## src/verilog/if_cfg.svh

```systemverilog
//////////////////////////////
// fetch stage configuration macros
// widths, boot offset, debug entry points, buffer depth
//////////////////////////////
`ifndef IF_CFG_SVH
`define IF_CFG_SVH

// address and instruction word width
`define IF_XLEN 32

// low byte placed on the boot base
`define IF_BOOT_OFFSET 8'h80

// number of low mtvec bits cleared for the handler base
`define IF_VEC_ALIGN_BITS 8

// debug module entry points
`define IF_DM_HALT_ADDR 32'h1A11_0800
`define IF_DM_EXC_ADDR 32'h1A11_0808

// fetch buffer entries
`define IF_FB_DEPTH 2

`endif
```

## src/verilog/if_pkg.sv

```systemverilog
//////////////////////////////
// fetch stage shared types
// redirect control, csr operands, buffer entry
//////////////////////////////
`include "if_cfg.svh"

package if_pkg;

  // source of a new fetch address
  typedef enum logic [2:0] {
    PC_BOOT,
    PC_JUMP,
    PC_EXC,
    PC_ERET,
    PC_DRET
  } pc_sel_e;

  // kind of trap handler entry
  typedef enum logic [1:0] {
    EXC_PC_EXC,
    EXC_PC_IRQ,
    EXC_PC_DBD,
    EXC_PC_DBG_EXC
  } exc_pc_sel_e;

  // interrupt number for vectored entry
  typedef logic [4:0] irq_id_t;

  // redirect request from the controller
  typedef struct packed {
    logic        set;
    pc_sel_e     pc_sel;
    exc_pc_sel_e exc_sel;
    irq_id_t     irq_id;
  } redirect_t;

  // csr and target operands of the address mux
  typedef struct packed {
    logic [`IF_XLEN-1:0] boot_addr;
    logic [`IF_XLEN-1:0] mtvec;
    logic [`IF_XLEN-1:0] mepc;
    logic [`IF_XLEN-1:0] depc;
    logic [`IF_XLEN-1:0] jump_target;
  } csr_pc_t;

  // one fetched word with its address and bus error flag
  typedef struct packed {
    logic [`IF_XLEN-1:0] instr;
    logic [`IF_XLEN-1:0] addr;
    logic                err;
  } fetch_entry_t;

endpackage

```

## src/verilog/if_stage.sv

```systemverilog
//////////////////////////////
// instruction fetch stage top
// address select, bus master, buffer, IF-ID register
//////////////////////////////
`timescale 1ns/1ps
`include "if_cfg.svh"

module if_stage import if_pkg::*; (
  input  logic                clk_i,
  input  logic                rst_ni,
  input  logic                req_i,
  input  redirect_t           redirect_i,
  input  csr_pc_t             csr_pc_i,
  output logic                csr_mtvec_init_o,
  // wishbone classic fetch port
  output logic                wb_cyc_o,
  output logic                wb_stb_o,
  output logic [`IF_XLEN-1:0] wb_adr_o,
  output logic                wb_we_o,
  input  logic [`IF_XLEN-1:0] wb_dat_i,
  input  logic                wb_ack_i,
  input  logic                wb_err_i,
  // decode side
  input  logic                id_in_ready_i,
  input  logic                instr_valid_clear_i,
  output logic                instr_valid_id_o,
  output logic                instr_new_id_o,
  output logic [`IF_XLEN-1:0] instr_rdata_id_o,
  output logic                instr_fetch_err_o,
  output logic [`IF_XLEN-1:0] pc_id_o,
  output logic [`IF_XLEN-1:0] pc_if_o,
  output logic                if_busy_o
);

  logic [`IF_XLEN-1:0] redirect_addr;
  logic                redirect;
  logic                slot_free;
  logic                push;
  fetch_entry_t        push_entry;
  logic                head_valid;
  fetch_entry_t        head_entry;
  logic                pop;

  pc_select pc_select_inst (
    .redirect_i       (redirect_i),
    .csr_pc_i         (csr_pc_i),
    .fetch_addr_o     (redirect_addr),
    .redirect_o       (redirect),
    .csr_mtvec_init_o (csr_mtvec_init_o)
  );

  wb_fetch wb_fetch_inst (
    .clk_i           (clk_i),
    .rst_ni          (rst_ni),
    .req_i           (req_i),
    .redirect_i      (redirect),
    .redirect_addr_i (redirect_addr),
    .slot_free_i     (slot_free),
    .wb_cyc_o        (wb_cyc_o),
    .wb_stb_o        (wb_stb_o),
    .wb_adr_o        (wb_adr_o),
    .wb_we_o         (wb_we_o),
    .wb_dat_i        (wb_dat_i),
    .wb_ack_i        (wb_ack_i),
    .wb_err_i        (wb_err_i),
    .push_o          (push),
    .push_entry_o    (push_entry),
    .busy_o          (if_busy_o)
  );

  // redirect empties the buffer
  fetch_buffer fetch_buffer_inst (
    .clk_i        (clk_i),
    .rst_ni       (rst_ni),
    .flush_i      (redirect),
    .push_i       (push),
    .push_entry_i (push_entry),
    .pop_i        (pop),
    .slot_free_o  (slot_free),
    .head_valid_o (head_valid),
    .head_entry_o (head_entry)
  );

  if_id_reg if_id_reg_inst (
    .clk_i               (clk_i),
    .rst_ni              (rst_ni),
    .head_valid_i        (head_valid),
    .head_entry_i        (head_entry),
    .id_in_ready_i       (id_in_ready_i),
    .redirect_i          (redirect),
    .instr_valid_clear_i (instr_valid_clear_i),
    .pop_o               (pop),
    .instr_valid_id_o    (instr_valid_id_o),
    .instr_new_id_o      (instr_new_id_o),
    .instr_rdata_id_o    (instr_rdata_id_o),
    .instr_fetch_err_o   (instr_fetch_err_o),
    .pc_id_o             (pc_id_o),
    .pc_if_o             (pc_if_o)
  );

endmodule

```

## src/verilog/if_id_reg.sv

```systemverilog
//////////////////////////////
// IF-ID pipeline register
// accept, valid hold and new pulse
//////////////////////////////
`timescale 1ns/1ps
`include "if_cfg.svh"

module if_id_reg import if_pkg::*; (
  input  logic                clk_i,
  input  logic                rst_ni,
  input  logic                head_valid_i,
  input  fetch_entry_t        head_entry_i,
  input  logic                id_in_ready_i,
  input  logic                redirect_i,
  input  logic                instr_valid_clear_i,
  output logic                pop_o,
  output logic                instr_valid_id_o,
  output logic                instr_new_id_o,
  output logic [`IF_XLEN-1:0] instr_rdata_id_o,
  output logic                instr_fetch_err_o,
  output logic [`IF_XLEN-1:0] pc_id_o,
  output logic [`IF_XLEN-1:0] pc_if_o
);

  logic accept;
  logic valid_q;
  logic new_q;

  // a redirect squashes the word at the buffer head
  assign accept = head_valid_i & id_in_ready_i & ~redirect_i;
  assign pop_o  = accept;

  // address of the word waiting in IF
  assign pc_if_o = head_entry_i.addr;

  always_ff @(posedge clk_i or negedge rst_ni) begin
    if (!rst_ni) begin
      valid_q <= 1'b0;
      new_q   <= 1'b0;
    end else begin
      // valid sticks until ID clears it
      valid_q <= accept | (valid_q & ~instr_valid_clear_i);
      // single cycle marker per accepted word
      new_q   <= accept;
    end
  end

  // payload frozen while ID stalls
  always_ff @(posedge clk_i) begin
    if (accept) begin
      instr_rdata_id_o  <= head_entry_i.instr;
      instr_fetch_err_o <= head_entry_i.err;
      pc_id_o           <= head_entry_i.addr;
    end
  end

  assign instr_valid_id_o = valid_q;
  assign instr_new_id_o   = new_q;

endmodule

```

## src/verilog/fetch_buffer.sv

```systemverilog
//////////////////////////////
// fetched word fifo
// circular storage with occupancy count and flush
//////////////////////////////
`timescale 1ns/1ps
`include "if_cfg.svh"

module fetch_buffer import if_pkg::*; (
  input  logic         clk_i,
  input  logic         rst_ni,
  input  logic         flush_i,
  input  logic         push_i,
  input  fetch_entry_t push_entry_i,
  input  logic         pop_i,
  output logic         slot_free_o,
  output logic         head_valid_o,
  output fetch_entry_t head_entry_o
);

  localparam int Depth = `IF_FB_DEPTH;
  localparam int PtrW  = (Depth > 1) ? $clog2(Depth) : 1;
  localparam int CntW  = $clog2(Depth + 1);
  localparam logic [PtrW-1:0] LastIdx = PtrW'(Depth - 1);
  localparam logic [CntW-1:0] FullCnt = CntW'(Depth);

  fetch_entry_t    mem_q [Depth];
  logic [PtrW-1:0] wr_ptr_q;
  logic [PtrW-1:0] rd_ptr_q;
  logic [CntW-1:0] count_q;

  // wrap at the last entry for any depth
  function automatic logic [PtrW-1:0] ptr_inc(input logic [PtrW-1:0] ptr);
    return (ptr == LastIdx) ? '0 : ptr + 1'b1;
  endfunction

  always_ff @(posedge clk_i or negedge rst_ni) begin
    if (!rst_ni) begin
      wr_ptr_q <= '0;
      rd_ptr_q <= '0;
      count_q  <= '0;
    end else if (flush_i) begin
      // redirect discards every buffered word
      wr_ptr_q <= '0;
      rd_ptr_q <= '0;
      count_q  <= '0;
    end else begin
      if (push_i) begin
        wr_ptr_q <= ptr_inc(wr_ptr_q);
      end
      if (pop_i) begin
        rd_ptr_q <= ptr_inc(rd_ptr_q);
      end
      case ({push_i, pop_i})
        2'b10:   count_q <= count_q + 1'b1;
        2'b01:   count_q <= count_q - 1'b1;
        default: count_q <= count_q;
      endcase
    end
  end

  always_ff @(posedge clk_i) begin
    if (push_i && !flush_i) begin
      mem_q[wr_ptr_q] <= push_entry_i;
    end
  end

  // the fetcher starts only with nothing in flight
  // so a free slot here is the slot the next transfer lands in
  assign slot_free_o  = (count_q < FullCnt);
  assign head_valid_o = (count_q != '0);
  assign head_entry_o = mem_q[rd_ptr_q];

  //////////////////////////////
  // assertions
  //////////////////////////////

  a_no_overflow: assert property (@(posedge clk_i) disable iff (!rst_ni || flush_i)
    push_i |-> (count_q < FullCnt));

  a_no_underflow: assert property (@(posedge clk_i) disable iff (!rst_ni || flush_i)
    pop_i |-> (count_q != '0));

endmodule

```

## src/verilog/wb_fetch.sv

```systemverilog
//////////////////////////////
// wishbone classic fetch master
// fetch pc, squash of stale responses
//////////////////////////////
`timescale 1ns/1ps
`include "if_cfg.svh"

module wb_fetch import if_pkg::*; (
  input  logic                clk_i,
  input  logic                rst_ni,
  input  logic                req_i,
  input  logic                redirect_i,
  input  logic [`IF_XLEN-1:0] redirect_addr_i,
  input  logic                slot_free_i,
  output logic                wb_cyc_o,
  output logic                wb_stb_o,
  output logic [`IF_XLEN-1:0] wb_adr_o,
  output logic                wb_we_o,
  input  logic [`IF_XLEN-1:0] wb_dat_i,
  input  logic                wb_ack_i,
  input  logic                wb_err_i,
  output logic                push_o,
  output fetch_entry_t        push_entry_o,
  output logic                busy_o
);

  localparam logic [`IF_XLEN-1:0] WordStep = 4;

  typedef enum logic {
    IDLE,
    BUS
  } fetch_state_e;

  fetch_state_e        state_q, state_d;
  logic [`IF_XLEN-1:0] pc_q, pc_d;
  logic [`IF_XLEN-1:0] adr_q;
  logic                squash_q, squash_d;
  logic                bus_done;
  logic                start;
  logic [`IF_XLEN-1:0] start_addr;

  // ack or err closes the transfer
  assign bus_done = (state_q == BUS) & (wb_ack_i | wb_err_i);

  // a redirect flushes the buffer on the same edge so room is guaranteed
  assign start      = (state_q == IDLE) & req_i & (slot_free_i | redirect_i);
  assign start_addr = redirect_i ? redirect_addr_i : pc_q;

  // stale words are dropped, also when the redirect meets the ack
  assign push_o = bus_done & ~squash_q & ~redirect_i;

  always_comb begin
    state_d  = state_q;
    pc_d     = pc_q;
    squash_d = squash_q;
    case (state_q)
      IDLE: begin
        if (start) begin
          state_d = BUS;
        end
      end
      BUS: begin
        if (bus_done) begin
          state_d  = IDLE;
          squash_d = 1'b0;
        end else if (redirect_i) begin
          // let the pending cycle finish on the bus
          squash_d = 1'b1;
        end
      end
      default: state_d = IDLE;
    endcase
    // next sequential word after each kept transfer
    if (redirect_i) begin
      pc_d = redirect_addr_i;
    end else if (push_o) begin
      pc_d = adr_q + WordStep;
    end
  end

  always_ff @(posedge clk_i or negedge rst_ni) begin
    if (!rst_ni) begin
      state_q  <= IDLE;
      pc_q     <= '0;
      squash_q <= 1'b0;
    end else begin
      state_q  <= state_d;
      pc_q     <= pc_d;
      squash_q <= squash_d;
    end
  end

  // bus address held for the whole cycle
  always_ff @(posedge clk_i) begin
    if (start) begin
      adr_q <= start_addr;
    end
  end

  assign wb_cyc_o = (state_q == BUS);
  assign wb_stb_o = (state_q == BUS);
  assign wb_adr_o = adr_q;
  assign wb_we_o  = 1'b0;
  assign busy_o   = (state_q == BUS);

  assign push_entry_o = '{instr: wb_dat_i, addr: adr_q, err: wb_err_i};

  //////////////////////////////
  // assertions
  //////////////////////////////

  // request address is known and word aligned
  a_adr_aligned: assert property (@(posedge clk_i) disable iff (!rst_ni)
    wb_stb_o |-> (!$isunknown(wb_adr_o) && wb_adr_o[1:0] == 2'b00));

endmodule

```

## src/verilog/pc_select.sv

```systemverilog
//////////////////////////////
// next fetch address selection
// trap vector mux and mtvec init pulse
//////////////////////////////
`timescale 1ns/1ps
`include "if_cfg.svh"

module pc_select import if_pkg::*; (
  input  redirect_t           redirect_i,
  input  csr_pc_t             csr_pc_i,
  output logic [`IF_XLEN-1:0] fetch_addr_o,
  output logic                redirect_o,
  output logic                csr_mtvec_init_o
);

  localparam int VecLsb = `IF_VEC_ALIGN_BITS;
  localparam int OffW   = $bits(`IF_BOOT_OFFSET);

  logic [`IF_XLEN-1:0] mtvec_base;
  logic [`IF_XLEN-1:0] irq_offset;
  logic [`IF_XLEN-1:0] exc_pc;

  // handler base with the low bits cleared
  assign mtvec_base = {csr_pc_i.mtvec[`IF_XLEN-1:VecLsb], {VecLsb{1'b0}}};
  // one word per interrupt line
  assign irq_offset = `IF_XLEN'({redirect_i.irq_id, 2'b00});

  always_comb begin
    case (redirect_i.exc_sel)
      EXC_PC_EXC:     exc_pc = mtvec_base;
      EXC_PC_IRQ:     exc_pc = mtvec_base + irq_offset;
      EXC_PC_DBD:     exc_pc = `IF_DM_HALT_ADDR;
      EXC_PC_DBG_EXC: exc_pc = `IF_DM_EXC_ADDR;
      default:        exc_pc = mtvec_base;
    endcase
  end

  // all targets are forced onto a word boundary
  always_comb begin
    case (redirect_i.pc_sel)
      PC_BOOT: fetch_addr_o = {csr_pc_i.boot_addr[`IF_XLEN-1:OffW], `IF_BOOT_OFFSET};
      PC_JUMP: fetch_addr_o = {csr_pc_i.jump_target[`IF_XLEN-1:2], 2'b00};
      PC_EXC:  fetch_addr_o = exc_pc;
      PC_ERET: fetch_addr_o = {csr_pc_i.mepc[`IF_XLEN-1:2], 2'b00};
      PC_DRET: fetch_addr_o = {csr_pc_i.depc[`IF_XLEN-1:2], 2'b00};
      default: fetch_addr_o = {csr_pc_i.boot_addr[`IF_XLEN-1:OffW], `IF_BOOT_OFFSET};
    endcase
  end

  assign redirect_o = redirect_i.set;

  // csr file loads mtvec from the boot address in the same cycle
  assign csr_mtvec_init_o = redirect_i.set & (redirect_i.pc_sel == PC_BOOT);

  //////////////////////////////
  // assertions
  //////////////////////////////

  // a redirect must name a known source
  always_comb begin
    if (redirect_i.set) begin
      assert final (redirect_i.pc_sel inside {PC_BOOT, PC_JUMP, PC_EXC, PC_ERET, PC_DRET})
        else $error("pc_sel %0d not a known redirect source", redirect_i.pc_sel);
    end
  end

endmodule

```

## config.mk

```make
export PLATFORM = sky130hd
export DESIGN_NAME = if_stage
export DESIGN_NICKNAME = d
export VERILOG_FILES = /design/src/verilog/if_pkg.sv /design/src/verilog/if_stage.sv /design/src/verilog/if_id_reg.sv /design/src/verilog/fetch_buffer.sv /design/src/verilog/wb_fetch.sv /design/src/verilog/pc_select.sv
export VERILOG_INCLUDE_DIRS = /design/src /design/src/verilog
export SDC_FILE = /design/constraint.sdc
export NUM_CORES = 1
export LEC_CHECK = 0
export ABC_CLOCK_PERIOD_IN_PS = 5120
export BUFFER_PORTS_ARGS = -buffer_cell sky130_fd_sc_hd__buf_2
export CAP_MARGIN = 30
export CORE_ASPECT_RATIO = 0.9
export CORE_MARGIN = 4
export CORE_UTILIZATION = 35
export DETAILED_ROUTE_END_ITERATION = 7
export PLACE_DENSITY = 0.56
export SLEW_MARGIN = 20
export SYNTH_ARGS = -nofsm -noshare
export SYNTH_HDL_FRONTEND = slang
export SYNTH_SLANG_ARGS = --single-unit
export TNS_END_PERCENT = 10
```

## constraint.sdc

```tcl
create_clock -name clk_i -period 5.12 [get_ports clk_i]
set_input_delay 0.512 -clock clk_i [delete_from_list [all_inputs] [get_ports clk_i]]
set_output_delay 0.512 -clock clk_i [all_outputs]
set_load 0.1 [all_outputs]
```

# Word level (Yosys, flattened, before mapping)
# Memories as Yosys holds them, arrays and structs flattened.
# Index checks and enable logic that the tools add are counted.
# totals
n_memories,1
regBits,137
mem_bits_rw,130
out_inout_bits,136
# op_classes
magnitude_cmp,1
bitwise_logic,16
n_addsub,6
muxes,20
n_eq_ne,9
reduce_logical,10
# memory_table
name,words,word_bits,read_ports,rd_clocked_by_memory_dff,wr,line,source
fetch_buffer_inst.mem_q,2,65,1,0,1,fetch_buffer.sv:26,fetch_entry_t mem_q [Depth];
# op_table
operator,n
$pmux W32 S4,2
$mux W32,3
$add A32 B3 Y32 const B,1
$add A32 B7 Y32,1
$mux W1,12
$and A1 B1 Y1,9
$reduce_bool A2 Y1,4
$eq A2 B2 Y1 const B,3
$eq A3 B2 Y1 const B,2
$eq A2 B1 Y1 const B,2
$not A1 Y1,4
$pmux W2 S2,1
$eq A3 B1 Y1 const B,1
$eq A3 B3 Y1 const B,1
$logic_not A3 Y1,1
$or A1 B1 Y1,3
$reduce_bool A3 Y1,1
$add A1 B1 Y1 const B,2
$add A2 B1 Y2 const B,1
$logic_not A2 Y1,1
$lt A2 B2 Y1 const B,1
$mux W2,1
$pmux W1 S2,1
$reduce_and A2 Y1,1
3 further kinds,3

# Depth between registers and ports, before layout
# Gate-level depths: netlist (run 1).
# depth
word_depth,7
depth_mapped,8
mapped_depth_nobuf,6

# Hierarchy
# Synthesis (run 1) repeated with hierarchy kept, for this count alone.
# hier_totals
hier_cells,919
hier_area_um2,12718.4
# modules_own_cells
mod,cells_each,seq_area_each_um2,area_per_inst_um2,instances
fetch_buffer,223,4003.8,5061.1,1
wb_fetch,395,1811.7,3893.7,1
if_id_reg,103,2001.9,2265.9,1
pc_select,198,0.0,1497.7,1

# Worst setup path after synthesis (run 1)
# No wires, ideal clock.
# synth_timing
path_type,register to register
from,register wb_fetch_inst.state_q (netlist: wb_fetch_inst.busy_o)
to,memory fetch_buffer_inst.mem_q[0][0] (netlist name) (enable)
setup_slack_ns,0.136
path_buffers,0
arrival_ns,4.495
stages_incl_launch_ff,5
required_ns,4.631
cell_sequence,dfrtp_1 > o21ai_0 > nor2_1 > nand2_1 > nor2_1
# synth_via
elab_chain_len,6
# synth_lines
item,line,source
from (decl),wb_fetch.sv:34,"fetch_state_e state_q, state_d;"
from (signal assigned),wb_fetch.sv:87,state_q <= state_d;
$and A1 B1 Y1,wb_fetch.sv:43,assign bus_done = (state_q == BUS) & (wb_ack_i | wb_err_i);
$and A1 B1 Y1 (2 in a row),wb_fetch.sv:50,assign push_o = bus_done & ~squash_q & ~redirect_i;
$logic_and A1 B1 Y1,fetch_buffer.sv:62,if (push_i && !flush_i) begin
$mux W1,fetch_buffer.sv:62,
$mux W1 (not written as such),fetch_buffer.sv:63,mem_q[wr_ptr_q] <= push_entry_i;
to (decl),fetch_buffer.sv:26,
# No other way between the ends.

# Final worst setup path (run 1)
# layout_timing
from,register wb_fetch_inst.state_q (netlist: wb_fetch_inst.busy_o)
to,memory fetch_buffer_inst.mem_q[0][30] (netlist name) (enable)
# Same word-level chain as after synthesis.

==> results by group, run 1 <==
Outcome
  • Status: completed

Global routing
  • Initial antenna violation count: 1
  • Grt met1 use: 22.6%
  • GRT Total Usage: 16.7%
  • GR peak layer: met2
  • Met3 usage: 3.71%
  • First-pass GRT wire length: 48,200 um
  • Routing usage on met2: 27.0%
  • Vias in the first global route: 8,177
  • Largest net degree at the start of global routing: 66
  • Overflow after GRT: 0

Clock network
  • Num CTS Buffers: 28
  • Root Driver: clkbuf_16
  • Clock slew at reported path FFs: 0.06 ns
  • Deepest clock path buffer count: 3
  • Hold buffer count at CTS: 0
  • Clock latency on the worst-skew pair: 0.53 ns
  • CTS sink cnt: 267
  • H-tree depth: 1
  • CTS resizes: 0
  • Post-CTS Setup Bufs: 0
  • TritonCTS clock tree: done

Final layout
  • Post-route cell area: 14,500 um^2
  • Commonest non-fill, non-tap cell in the layout: buf_2
  • Most frequent cells in the layout: buf_2, edfxtp_1, mux2_2
  • Layout cells sized above 1: 39.7%
  • Layout area overhead: 23.8%
  • Fin util: 44.0%
  • Final #Nets: 1,365
  • Non-Filler Instances: 1,600

Timing
  • Hold Vio Cnt, Final: 0
  • Crit share post-route: 55.7%
  • Setup TNS: 0 ns
  • WHS: 0.0696 ns
  • Slew Viols, Final: 0
  • Normalized max-slew margin: 45.6%
  • Clock skew: 0.0164 ns
  • Tmin final: 2.85 ns
  • Max frequency: 351 MHz
  • Final setup fails: 0
  • Worst-Margin Slew: 0.810 ns
  • PnR worst setup slack: 2.27 ns
  • RSZ-0062 raised after global routing: false

Yosys
  • Asr flop ratio synth: 15.0%
  • Most common flop cell mapped by yosys: edfxtp_1
  • Sequential fraction of the synthesis area: 66.7%
  • Avg Cell Area, Syn: 13.5 um^2
  • Post-synthesis instance area: 11,700 um^2
  • Yosys warning count: 0
  • Cells after Synth: 869
  • Flip-flop and latch count after synthesis: 267
  • Net Count, Synth: 1,080
  • Count of cell types in the netlist: 60
  • Post-synth EDFFs: 227

Setup path
  • Worst Path Arrival: 3.07 ns
  • Crit-path cells: o21ai_0, nor2_2, buf_4, nand2_1, nor2_4, buf_4, buf_12
  • CP peak stage delay: 0.52 ns
  • Critical path class: flip-flop to flip-flop
  • Type of origin of the critical path: flip-flop
  • Capturing element type of the critical path: flip-flop
  • CP top delay family: buffers and inverters
  • Most common cell on crit path: buf_4
  • Worst Path Buf+Inv: 3
  • CP Max Fanout: 35
  • CP required: 5.34 ns
  • Cell with the largest stage delay on the worst path: dfrtp_1

Power
  • Leakage: 5.62 nW
  • Pwr per Cell Area: 386 nW/um^2
  • Worst vdd ir: 0.000236 V
  • Total power: 5.61 mW

Route
  • Detailed Routing Iterations Pass 1: 5
  • Routed WL per cell: 19.9 um
  • Total Wirelength: 31,800 um
  • Total number of vias: 8,082
  • Final ANT Viol Nets: 0
  • Vias per cell: 5.05
  • Post-route DRC: 0
  • 1st-iter DRT viols: 429

Place
  • Cell total after placement: 1,545
  • Port bufs: 322
  • DP HPWL: 23,300 um
  • Post-DP Area: 13,600 um^2
  • Place WS: 2.08 ns
  • Routability cong.: 0.901

Floorplanning
  • Initial Util: 35.5%
  • Core ar.: 33,000 um^2
  • Row count: 63
  • Full die area: 36,500 um^2
  • Die X: 201 um
  • # IOs: 346
  • Die height: 182 um

Flow run
  • Max Cap Viol: 0

Min path
  • Hold WC Path Type: primary input to async pin
[worst paths after layout]
kind                                            start                               to  slack (ns)  cells after the start
worst max register to register   wb_fetch_inst.busy_o   fetch_buffer_inst.mem_q[0][30]        2.27                      7
max in group asynchronous                      rst_ni       fetch_buffer_inst.rd_ptr_q        4.61                      2
min in group clk_i                instr_valid_clear_i  if_id_reg_inst.instr_valid_id_o        0.17                      2
worst min-delay path                           rst_ni            wb_fetch_inst.pc_q[5]        0.07                      2
worst max-delay path             wb_fetch_inst.busy_o   fetch_buffer_inst.mem_q[0][30]        2.27                      7
worst min register to register  wb_fetch_inst.pc_q[3]            wb_fetch_inst.pc_q[3]        0.50                      1
[state kept, by name (all words and copies together) (netlist names)]
| name | count |
|---|---|
| if_id_reg_inst.instr_valid_id_o | 1 |
| if_id_reg_inst.instr_fetch_err_o | 1 |
| wb_fetch_inst.wb_adr_o | 32 |
| wb_fetch_inst.pc_q | 32 |
| wb_fetch_inst.squash_q | 1 |
| if_id_reg_inst.instr_rdata_id_o | 32 |
| fetch_buffer_inst.rd_ptr_q | 1 |
| fetch_buffer_inst.wr_ptr_q | 1 |
| fetch_buffer_inst.mem_q | 130 |
| if_id_reg_inst.instr_new_id_o | 1 |
| wb_fetch_inst.busy_o | 1 |
| if_id_reg_inst.pc_id_o | 32 |
| fetch_buffer_inst.count_q | 2 |
[power by group]
part,switching [mW],internal (mW)
clock,0.781,1.24
combinational,0.739,0.249
sequential,0.0825,2.51
total,1.60,4.01
[cell families (layout without fill, tap and decap cells)]
| kind of cell | count (synthesis) | after routing | share of synthesized area [%] |
|---|---|---|---|
| AO/OA/AOI/OAI | 205 | 205 | 11.5 |
| XOR/XNOR | 22 | 22 | 1.64 |
| adder cells (fa/ha/maj) | 1 | 1 | 0.107 |
| buffers and inverters | 110 | 417 | 4.95 |
| flip-flops | 267 | 267 | 66.7 |
| multiplexers | 73 | 73 | 6.97 |
| other | 1 | 3 | 0.0320 |
| AND/OR/NAND/NOR | 190 | 190 | 8.11 |
[cell type report]
| cell class | instances | area (um^2) |
|---|---|---|
| clock buffers | 42 | 815 |
| repair buffers | 337 | 1760 |
| well taps | 422 | 528 |
| inverters | 28 | 105 |
| flip-flops and latches | 267 | 7820 |
| clock inverters | 10 | 126 |
| diodes | 2 | 5.00 |
| fillers | 3045 | 18500 |
| multi-input cells | 492 | 3360 |
[routing by layer]
layer  vias to the layer above  share of wire, %
li1                       3828                 -
met1                      3872                44
met2                       339                46
met3                        43               7.0
met4                         0               3.0
met5                         -                 0
[synthesized netlist by cell type, types with 5 or more instances]
cell      instances  area share [%]
a21o_1           13            0.83
a21oi_1          32             1.4
a22oi_1          15            0.96
a31oi_1           5            0.27
buf_2            11            0.47
buf_4            36             2.3
clkbuf_1         28            0.90
dfrtp_1          40             8.5
edfxtp_1        227              58
inv_1            26            0.83
mux2_2           69             6.6
nand2_1          64             2.0
nand3_1          25             1.1
nor2_1           33             1.1
nor2b_1          19             1.0
nor3_1            8            0.34
nor4_1            9            0.48
o21a_1            5            0.32
o21ai_0          57             2.4
o221ai_1         21             1.6
o22a_1           10            0.75
o22ai_1          22             1.2
o31ai_1           7            0.45
xnor2_1          20             1.5
[worst reg2reg max path, stage by stage (launching register included)]
cell and delay (ns):
dfrtp_1 0.52, o21ai_0 0.25, nor2_2 0.12, buf_4 0.33
nand2_1 0.41, nor2_4 0.17, buf_4 0.42, buf_12 0.31
Note: power is estimated with default switching activity, not from simulation.
==> inputs of run 2 (changes only) <==
Settings changed: ABC_CLOCK_PERIOD_IN_PS 5120 to 2300, PLACE_DENSITY 0.56 to 0.58.
Clock period 5.12 ns to 2.3 ns, I/O delays scaled along.
==> run 2 against run 1 <==
Compared with the run above:
- design area grew 5.1%
- power grew 120%
- sequential cell count is the same
- combinational power grew 140%
- non-clock buffer count grew 76
==> results by group, run 2 (synthesis results as in run 1) <==
Route
  • Routed WL per cell: 19.6 um (was 19.9 um)
  • 1st-iter DRT viols: 478 (was 429)
  • Detailed Routing Iterations Pass 1: 5 (unchanged)
  • Total Wirelength: 32,900 um (was 31,800 um)
  • Final ANT Viol Nets: 0 (unchanged)
  • Post-route DRC: 0 (unchanged)
  • Vias per cell: 5.05 (about the same)
  • Total number of vias: 8,472 (was 8,082)

Timing
  • Hold Vio Cnt, Final: 0 (unchanged)
  • PnR worst setup slack: 0.127 ns (was 2.27 ns)
  • Worst-Margin Slew: 0.591 ns (was 0.810 ns)
  • Crit share post-route: 94.5%
  • Slew Viols, Final: 0 (unchanged)
  • Normalized max-slew margin: 60.2% (was 45.6%)
  • Final setup fails: 0 (unchanged)
  • Setup TNS: 0 ns (unchanged)
  • Tmin final: 2.17 ns
  • Max frequency: 460 MHz
  • Clock skew: 0.0116 ns (was 0.0164 ns)
  • RSZ-0062 raised after global routing: false (unchanged)

Clock network
  • CTS resizes: 0 (unchanged)
  • Clock slew at reported path FFs: 0.06 ns (about the same)
  • Deepest clock path buffer count: 3 (unchanged)
  • Root Driver: clkbuf_16 (unchanged)
  • CTS sink cnt: 267 (unchanged)
  • Num CTS Buffers: 29 (was 28)
  • H-tree depth: 1 (unchanged)
  • Clock latency on the worst-skew pair: 0.53 ns (about the same)
  • TritonCTS clock tree: done (unchanged)

Min path
  • Hold WC Path Type: primary input to flip-flop (was primary input to async pin)
  • HP Start: csr_pc_i[155]
  • Hold path depth: 3
  • WHS Endpoint: wb_fetch_inst.pc_q[27]

Setup path
  • Capturing element type of the critical path: output pin (was flip-flop)
  • Worst Path Arrival: 1.94 ns (was 3.07 ns)
  • CP required: 2.07 ns (was 5.34 ns)
  • Crit-path cells: buf_12, mux2_2, buf_2 (was o21ai_0, nor2_2, buf_4, nand2_1, nor2_4, buf_4, buf_12)
  • R2R Setup Slk: 0.26 ns (was 2.27 ns)
  • CP peak stage delay: 0.41 ns (was 0.52 ns)
  • CP Max Fanout: 52 (was 35)
  • Worst R2R Start: wb_fetch_inst.wb_adr_o[2] (was wb_fetch_inst.busy_o)
  • Critical path class: flip-flop to output pin (was flip-flop to flip-flop)
  • Type of origin of the critical path: flip-flop (unchanged)
  • Cell with the largest stage delay on the worst path: mux2_2 (was dfrtp_1)
  • Reg2Reg Depth: 6 (was 7)
  • Crit Reg-Reg Endpoint: wb_fetch_inst.pc_q[26] (was fetch_buffer_inst.mem_q[0][30])

Power
  • Leakage: 5.98 nW (was 5.62 nW)
  • P_sw: 3.68 mW (was 1.60 mW)
  • Worst vdd ir: 0.000445 V (was 0.000236 V)
  • Clock Power Share: 35.4% (was 36.1%)
  • Part of the power in registers: 45.5% (was 46.3%)
  • Logic pwr share: 19.2% (was 17.6%)
  • Pwr per Cell Area: 823 nW/um^2 (was 386 nW/um^2)
  • Switching Share: 29.3% (was 28.6%)
  • Internal power: 8.88 mW (was 4.01 mW)

Global routing
  • Largest net degree at the start of global routing: 67 (was 66)
  • Vias in the first global route: 8,762 (was 8,177)
  • Overflow after GRT: 0 (unchanged)
  • GRT Total Usage: 17.2% (was 16.7%)
  • Initial antenna violation count: 2 (was 1)
  • First-pass GRT wire length: 49,800 um (was 48,200 um)

Place
  • Routability cong.: 0.922 (was 0.901)
  • Port bufs: 322 (unchanged)
  • Post-DP Area: 14,000 um^2 (was 13,600 um^2)
  • DP HPWL: 24,000 um (was 23,300 um)
  • Place WS: 0.165 ns (was 2.08 ns)

Floorplanning
  • Row count: 63 (unchanged)
  • # IOs: 346 (unchanged)
  • Die X: 201 um (unchanged)
  • Die height: 182 um (unchanged)
  • Initial Util: 35.5% (unchanged)
  • Core ar.: 33,000 um^2 (unchanged)
  • Full die area: 36,500 um^2 (unchanged)

Final layout
  • Most frequent cells in the layout: buf_2, edfxtp_1, mux2_2 (unchanged)
  • Layout cells sized above 1: 40.9% (was 39.7%)
  • Layout area overhead: 30.2% (was 23.8%)
  • Max reg flops: 130 (unchanged)
  • Post-route cell area: 15,300 um^2 (was 14,500 um^2)
  • Commonest non-fill, non-tap cell in the layout: buf_2 (unchanged)
  • Register with the most flip-flops: fetch_buffer_inst.mem_q (unchanged)
  • Final #Nets: 1,442 (was 1,365)

Outcome
  • Status: completed (unchanged)

Flow run
  • Max Cap Viol: 0 (unchanged)
[run 2: changes by cell type in the layout (fill, tap and decap cells not counted), sizes merged]
cell,change
clkbuf,+1
inv,+1
buf,+40
clkinvlp,+1
bufinv,-2
dlygate4sd3,+36
[run 2: area by class of cell]
type	count	area, um^2
Antenna cell	2	5.00
Clock buffer	43	838
Clock inverter	10	82.6
Fill cell	3000	17800
Inverter	28	105
Multi-Input combinational cell	492	3370
Sequential cell	267	7820
Tap cell	422	528
Timing Repair Buffer	413	2510
[run 2: power groups by stage]
stage	Combinational (mW)	Clock (mW)	Sequential [mW]
6_report	2.41	4.44	5.71
3_5_place_dp	2.37	0	5.82
5_1_grt	2.57	4.77	5.74
3_3_place_gp	2.35	0	5.80
4_1_cts	2.43	4.58	5.72
2_1_floorplan	1.15	0	6.39
[run 2: repair_timing]
action,CTS,global route
buffers inserted,0,0
endpoints found under the setup margin,0,0
endpoints found under the hold margin,98,0
hold buffers,36,0
[run 2: layer usage]
metal  global-route usage (%)  wire [um]  vias to the layer above
li1                         -          -                     3982
met1                     22.3      14200                     4061
met2                     28.5      15300                      360
met3                     3.50       2220                       69
met4                     7.07       1190                        0
met5                        0          0                        -
[run 2: how the worst max path moves through the flow]
stage / start / endpoint / cells after the start
global route: fetch_buffer_inst.rd_ptr_q / pc_if_o[17] / 3
floorplan: wb_fetch_inst.wb_adr_o[2] / wb_fetch_inst.pc_q[26] / 7
CTS: fetch_buffer_inst.rd_ptr_q / pc_if_o[15] / 3
global placement: redirect_i[7] / wb_fetch_inst.wb_adr_o[2] / 6
finish: fetch_buffer_inst.rd_ptr_q / pc_if_o[15] / 3
detailed placement: redirect_i[7] / wb_fetch_inst.wb_adr_o[21] / 6
[run 2: critical path: cells and delay by family (launching register included)]
| family | cells | cell delay [ns] |
|---|---|---|
| buffers and inverters | 2 | 0.58 |
| multiplexers | 1 | 0.41 |
| flip-flops | 1 | 0.38 |
[run 2: through the flow]
step                instances  utilization (%)  power, mW  hold WS, ns
floorplan                 869                -       7.54      -0.0656
global placement         1585             42.3       8.16        0.406
detailed placement       1585             42.3       8.19        0.388
CTS                      1674             46.1       12.7       0.0556
global route             1677             46.2       13.1       0.0924
finish                   1677             46.2       12.6       0.0800
==> inputs of run 3 (changes only) <==
Settings changed: CELL_PAD_IN_SITES_DETAIL_PLACEMENT from default to 1, CELL_PAD_IN_SITES_GLOBAL_PLACEMENT from default to 2, CORE_UTILIZATION 35 to 31, PLACE_DENSITY 0.58 to 0.75, SETUP_SLACK_MARGIN from default to 0.3.
==> run 3 against run 2 <==
Compared with the run above:
- sequential power hardly changed
- via count is 1.7% higher
- design area is 5.7% higher
- clock skew is 0.0052 ns higher
- count of clock-buffer cells in the layout is 13 lower
- register-to-register slack better by 0.09 ns
- utilization is 3.0 points lower
- critical path depth is 1 higher
- sequential share of layout area is 2.8 points lower
- largest cell class unchanged
- setup slack better by 0.13 ns
==> results by group, run 3 (synthesis results as in run 1) <==
Route
  • Vias per cell: 4.90 (was 5.05)
  • Post-route DRC: 0 (unchanged)
  • Total Wirelength: 38,100 um (was 32,900 um)
  • 1st-iter DRT viols: 369 (was 478)
  • Final ANT Viol Nets: 0 (unchanged)
  • Routed WL per cell: 21.7 um (was 19.6 um)
  • Detailed Routing Iterations Pass 1: 5 (unchanged)
  • Total number of vias: 8,617 (was 8,472)

Min path
  • Hold WC Path Type: primary input to flip-flop (unchanged)
  • Hold path depth: 4 (was 3)

Place
  • Post-DP Area: 14,100 um^2 (was 14,000 um^2)
  • DP HPWL: 27,800 um (was 24,000 um)
  • Port bufs: 322 (unchanged)
  • Cell total after placement: 1,650 (was 1,585)
  • Routability cong.: 0.828 (was 0.922)

Setup path
  • CP Capture Point: pc_if_o[12] (was pc_if_o[15])
  • Worst Path Arrival: 1.81 ns (was 1.94 ns)
  • First element of the critical path: fetch_buffer_inst.rd_ptr_q (unchanged)
  • Crit-path cells: buf_12, buf_16, mux2_2, buf_6 (was buf_12, mux2_2, buf_2)
  • Worst R2R Start: wb_fetch_inst.busy_o (was wb_fetch_inst.wb_adr_o[2])
  • CP required: 2.07 ns (about the same)
  • Cell with the largest stage delay on the worst path: mux2_2 (unchanged)
  • Type of origin of the critical path: flip-flop (unchanged)
  • Capturing element type of the critical path: output pin (unchanged)
  • R2R Setup Slk: 0.35 ns (was 0.26 ns)
  • Critical path class: flip-flop to output pin (unchanged)
  • CP Max Fanout: 11 (was 52)
  • CP peak stage delay: 0.39 ns (was 0.41 ns)
  • Crit Reg-Reg Endpoint: fetch_buffer_inst.mem_q[1][42] (was wb_fetch_inst.pc_q[26])
  • Reg2Reg Depth: 4 (was 6)

Global routing
  • Vias in the first global route: 9,375 (was 8,762)
  • Initial antenna violation count: 3 (was 2)
  • First-pass GRT wire length: 56,900 um (was 49,800 um)
  • Routing usage on met2: 30.9% (was 28.5%)
  • GRT Total Usage: 18.1% (was 17.2%)
  • Met3 usage: 4.18% (was 3.50%)
  • Grt met1 use: 23.7% (was 22.3%)
  • Largest net degree at the start of global routing: 50 (was 67)
  • GR peak layer: met2 (unchanged)
  • Overflow after GRT: 0 (unchanged)

Final layout
  • Antenna fix cells: 0 (was 2)
  • Layout area overhead: 37.6% (was 30.2%)
  • FF+latch area: 7820 um^2 (unchanged)
  • Layout cells sized above 1: 42.4% (was 40.9%)
  • Post-route cell area: 16,100 um^2 (was 15,300 um^2)
  • Non-Filler Instances: 1,758 (was 1,677)
  • Area of the multi-input gates: 3470 um^2 (was 3370 um^2)
  • Fillers: 3,898 (was 3,000)
  • Final #Nets: 1,464 (was 1,442)
  • Max reg flops: 130 (unchanged)
  • Register with the most flip-flops: fetch_buffer_inst.mem_q (unchanged)
  • Commonest non-fill, non-tap cell in the layout: buf_2 (unchanged)
  • Most frequent cells in the layout: buf_2, edfxtp_1, nand2_1 (was buf_2, edfxtp_1, mux2_2)

Floorplanning
  • Die height: 193 um (was 182 um)
  • Initial Util: 31.4% (was 35.5%)
  • Full die area: 41,000 um^2 (was 36,500 um^2)
  • Die X: 213 um (was 201 um)
  • Core ar.: 37,300 um^2 (was 33,000 um^2)
  • Row count: 67 (was 63)
  • # IOs: 346 (unchanged)

Outcome
  • Status: completed (unchanged)

Timing
  • Slew Viols, Final: 0 (unchanged)
  • RSZ-0062 raised after global routing: true (was false)
  • WHS: 0.0835 ns (was 0.0800 ns)
  • Max frequency: 489 MHz (was 460 MHz)
  • Crit share post-route: 88.8% (was 94.5%)
  • Hold Vio Cnt, Final: 0 (unchanged)
  • Worst-Margin Slew: 0.716 ns (was 0.591 ns)
  • Final setup fails: 0 (unchanged)
  • Clock skew: 0.0167 ns (was 0.0116 ns)
  • Normalized max-slew margin: 52.3% (was 60.2%)
  • Tmin final: 2.04 ns (was 2.17 ns)

Clock network
  • Clock slew at reported path FFs: 0.06 ns (about the same)
  • Num CTS Buffers: 28 (was 29)
  • Clock latency on the worst-skew pair: 0.53 ns (about the same)
  • Deepest clock path buffer count: 3 (unchanged)
  • Root Driver: clkbuf_16 (unchanged)
  • H-tree depth: 1 (unchanged)
  • TritonCTS clock tree: done (unchanged)
  • CTS sink cnt: 267 (unchanged)

Power
  • Worst vdd ir: 0.000470 V (was 0.000445 V)
  • Total power: 13.2 mW (was 12.6 mW)
  • Leakage: 6.36 nW (was 5.98 nW)
  • Pwr per Cell Area: 815 nW/um^2 (was 823 nW/um^2)

Flow run
  • Max Cap Viol: 0 (unchanged)
[run 3: critical path, delay by kind of cell (launching register included)]
kind,cells,cell delay [ns]
multiplexers,1,0.39
buffers and inverters,3,0.51
flip-flops,1,0.37
[run 3: how the worst min path moves through the flow]
stage | startpoint | to | slack [ns]
2_1_floorplan | rst_ni | fetch_buffer_inst.count_q[0] | -0.07
3_3_place_gp | rst_ni | if_id_reg_inst.instr_new_id_o | 0.31
3_5_place_dp | rst_ni | if_id_reg_inst.instr_new_id_o | 0.31
4_1_cts | id_in_ready_i | fetch_buffer_inst.count_q[1] | 0.05
5_1_grt | csr_pc_i[155] | wb_fetch_inst.pc_q[27] | 0.09
6_report | id_in_ready_i | fetch_buffer_inst.count_q[1] | 0.08
[run 3: what timing repair did]
| item | 4_1_cts | 5_1_grt |
|---|---|---|
| hold endpoints to repair | 91 | 0 |
| setup buffers | 2 | 13 |
| setup endpoints to repair | 36 | 168 |
| pin swaps | 0 | 3 |
| resized for setup | 113 | 4 |
| gates cloned | 4 | 0 |
| hold buffers | 36 | 0 |
[run 3: per-stage QoR]
step                setup TNS [ns]  util, %  setup WS, ns
floorplan                   -21.56        -        -0.290
global placement                 0     37.8         0.121
detailed placement               0     37.8        0.0311
CTS                              0     42.9         0.232
global route                     0     43.3         0.207
finish                           0     43.3         0.257
[run 3: final cells by class]
class	count	area share (%)
inverters	28	0.651
flip-flops and latches	267	48.5
clock buffers	30	4.52
clock inverters	22	1.61
repair buffers	436	19.5
multi-input cells	492	21.5
well taps	483	3.75
[run 3: report_power, final]
part           internal, mW  total, mW  leakage [nW]  switching (mW)
Sequential             5.59       5.72          2.57           0.134
Combinational         0.846       2.66          3.31            1.82
Clock                  2.88       4.77         0.483            1.89
Total                  9.32       13.2          6.36            3.84
[run 3: per-layer routing]
| layer | share of wire (%) | vias up | wire length (um) |
|---|---|---|---|
| li1 | - | 4027 | - |
| met1 | 43 | 4228 | 16400 |
| met2 | 48 | 307 | 18400 |
| met3 | 6.9 | 49 | 2620 |
| met4 | 1.6 | 6 | 624 |
| met5 | 0.092 | - | 35 |
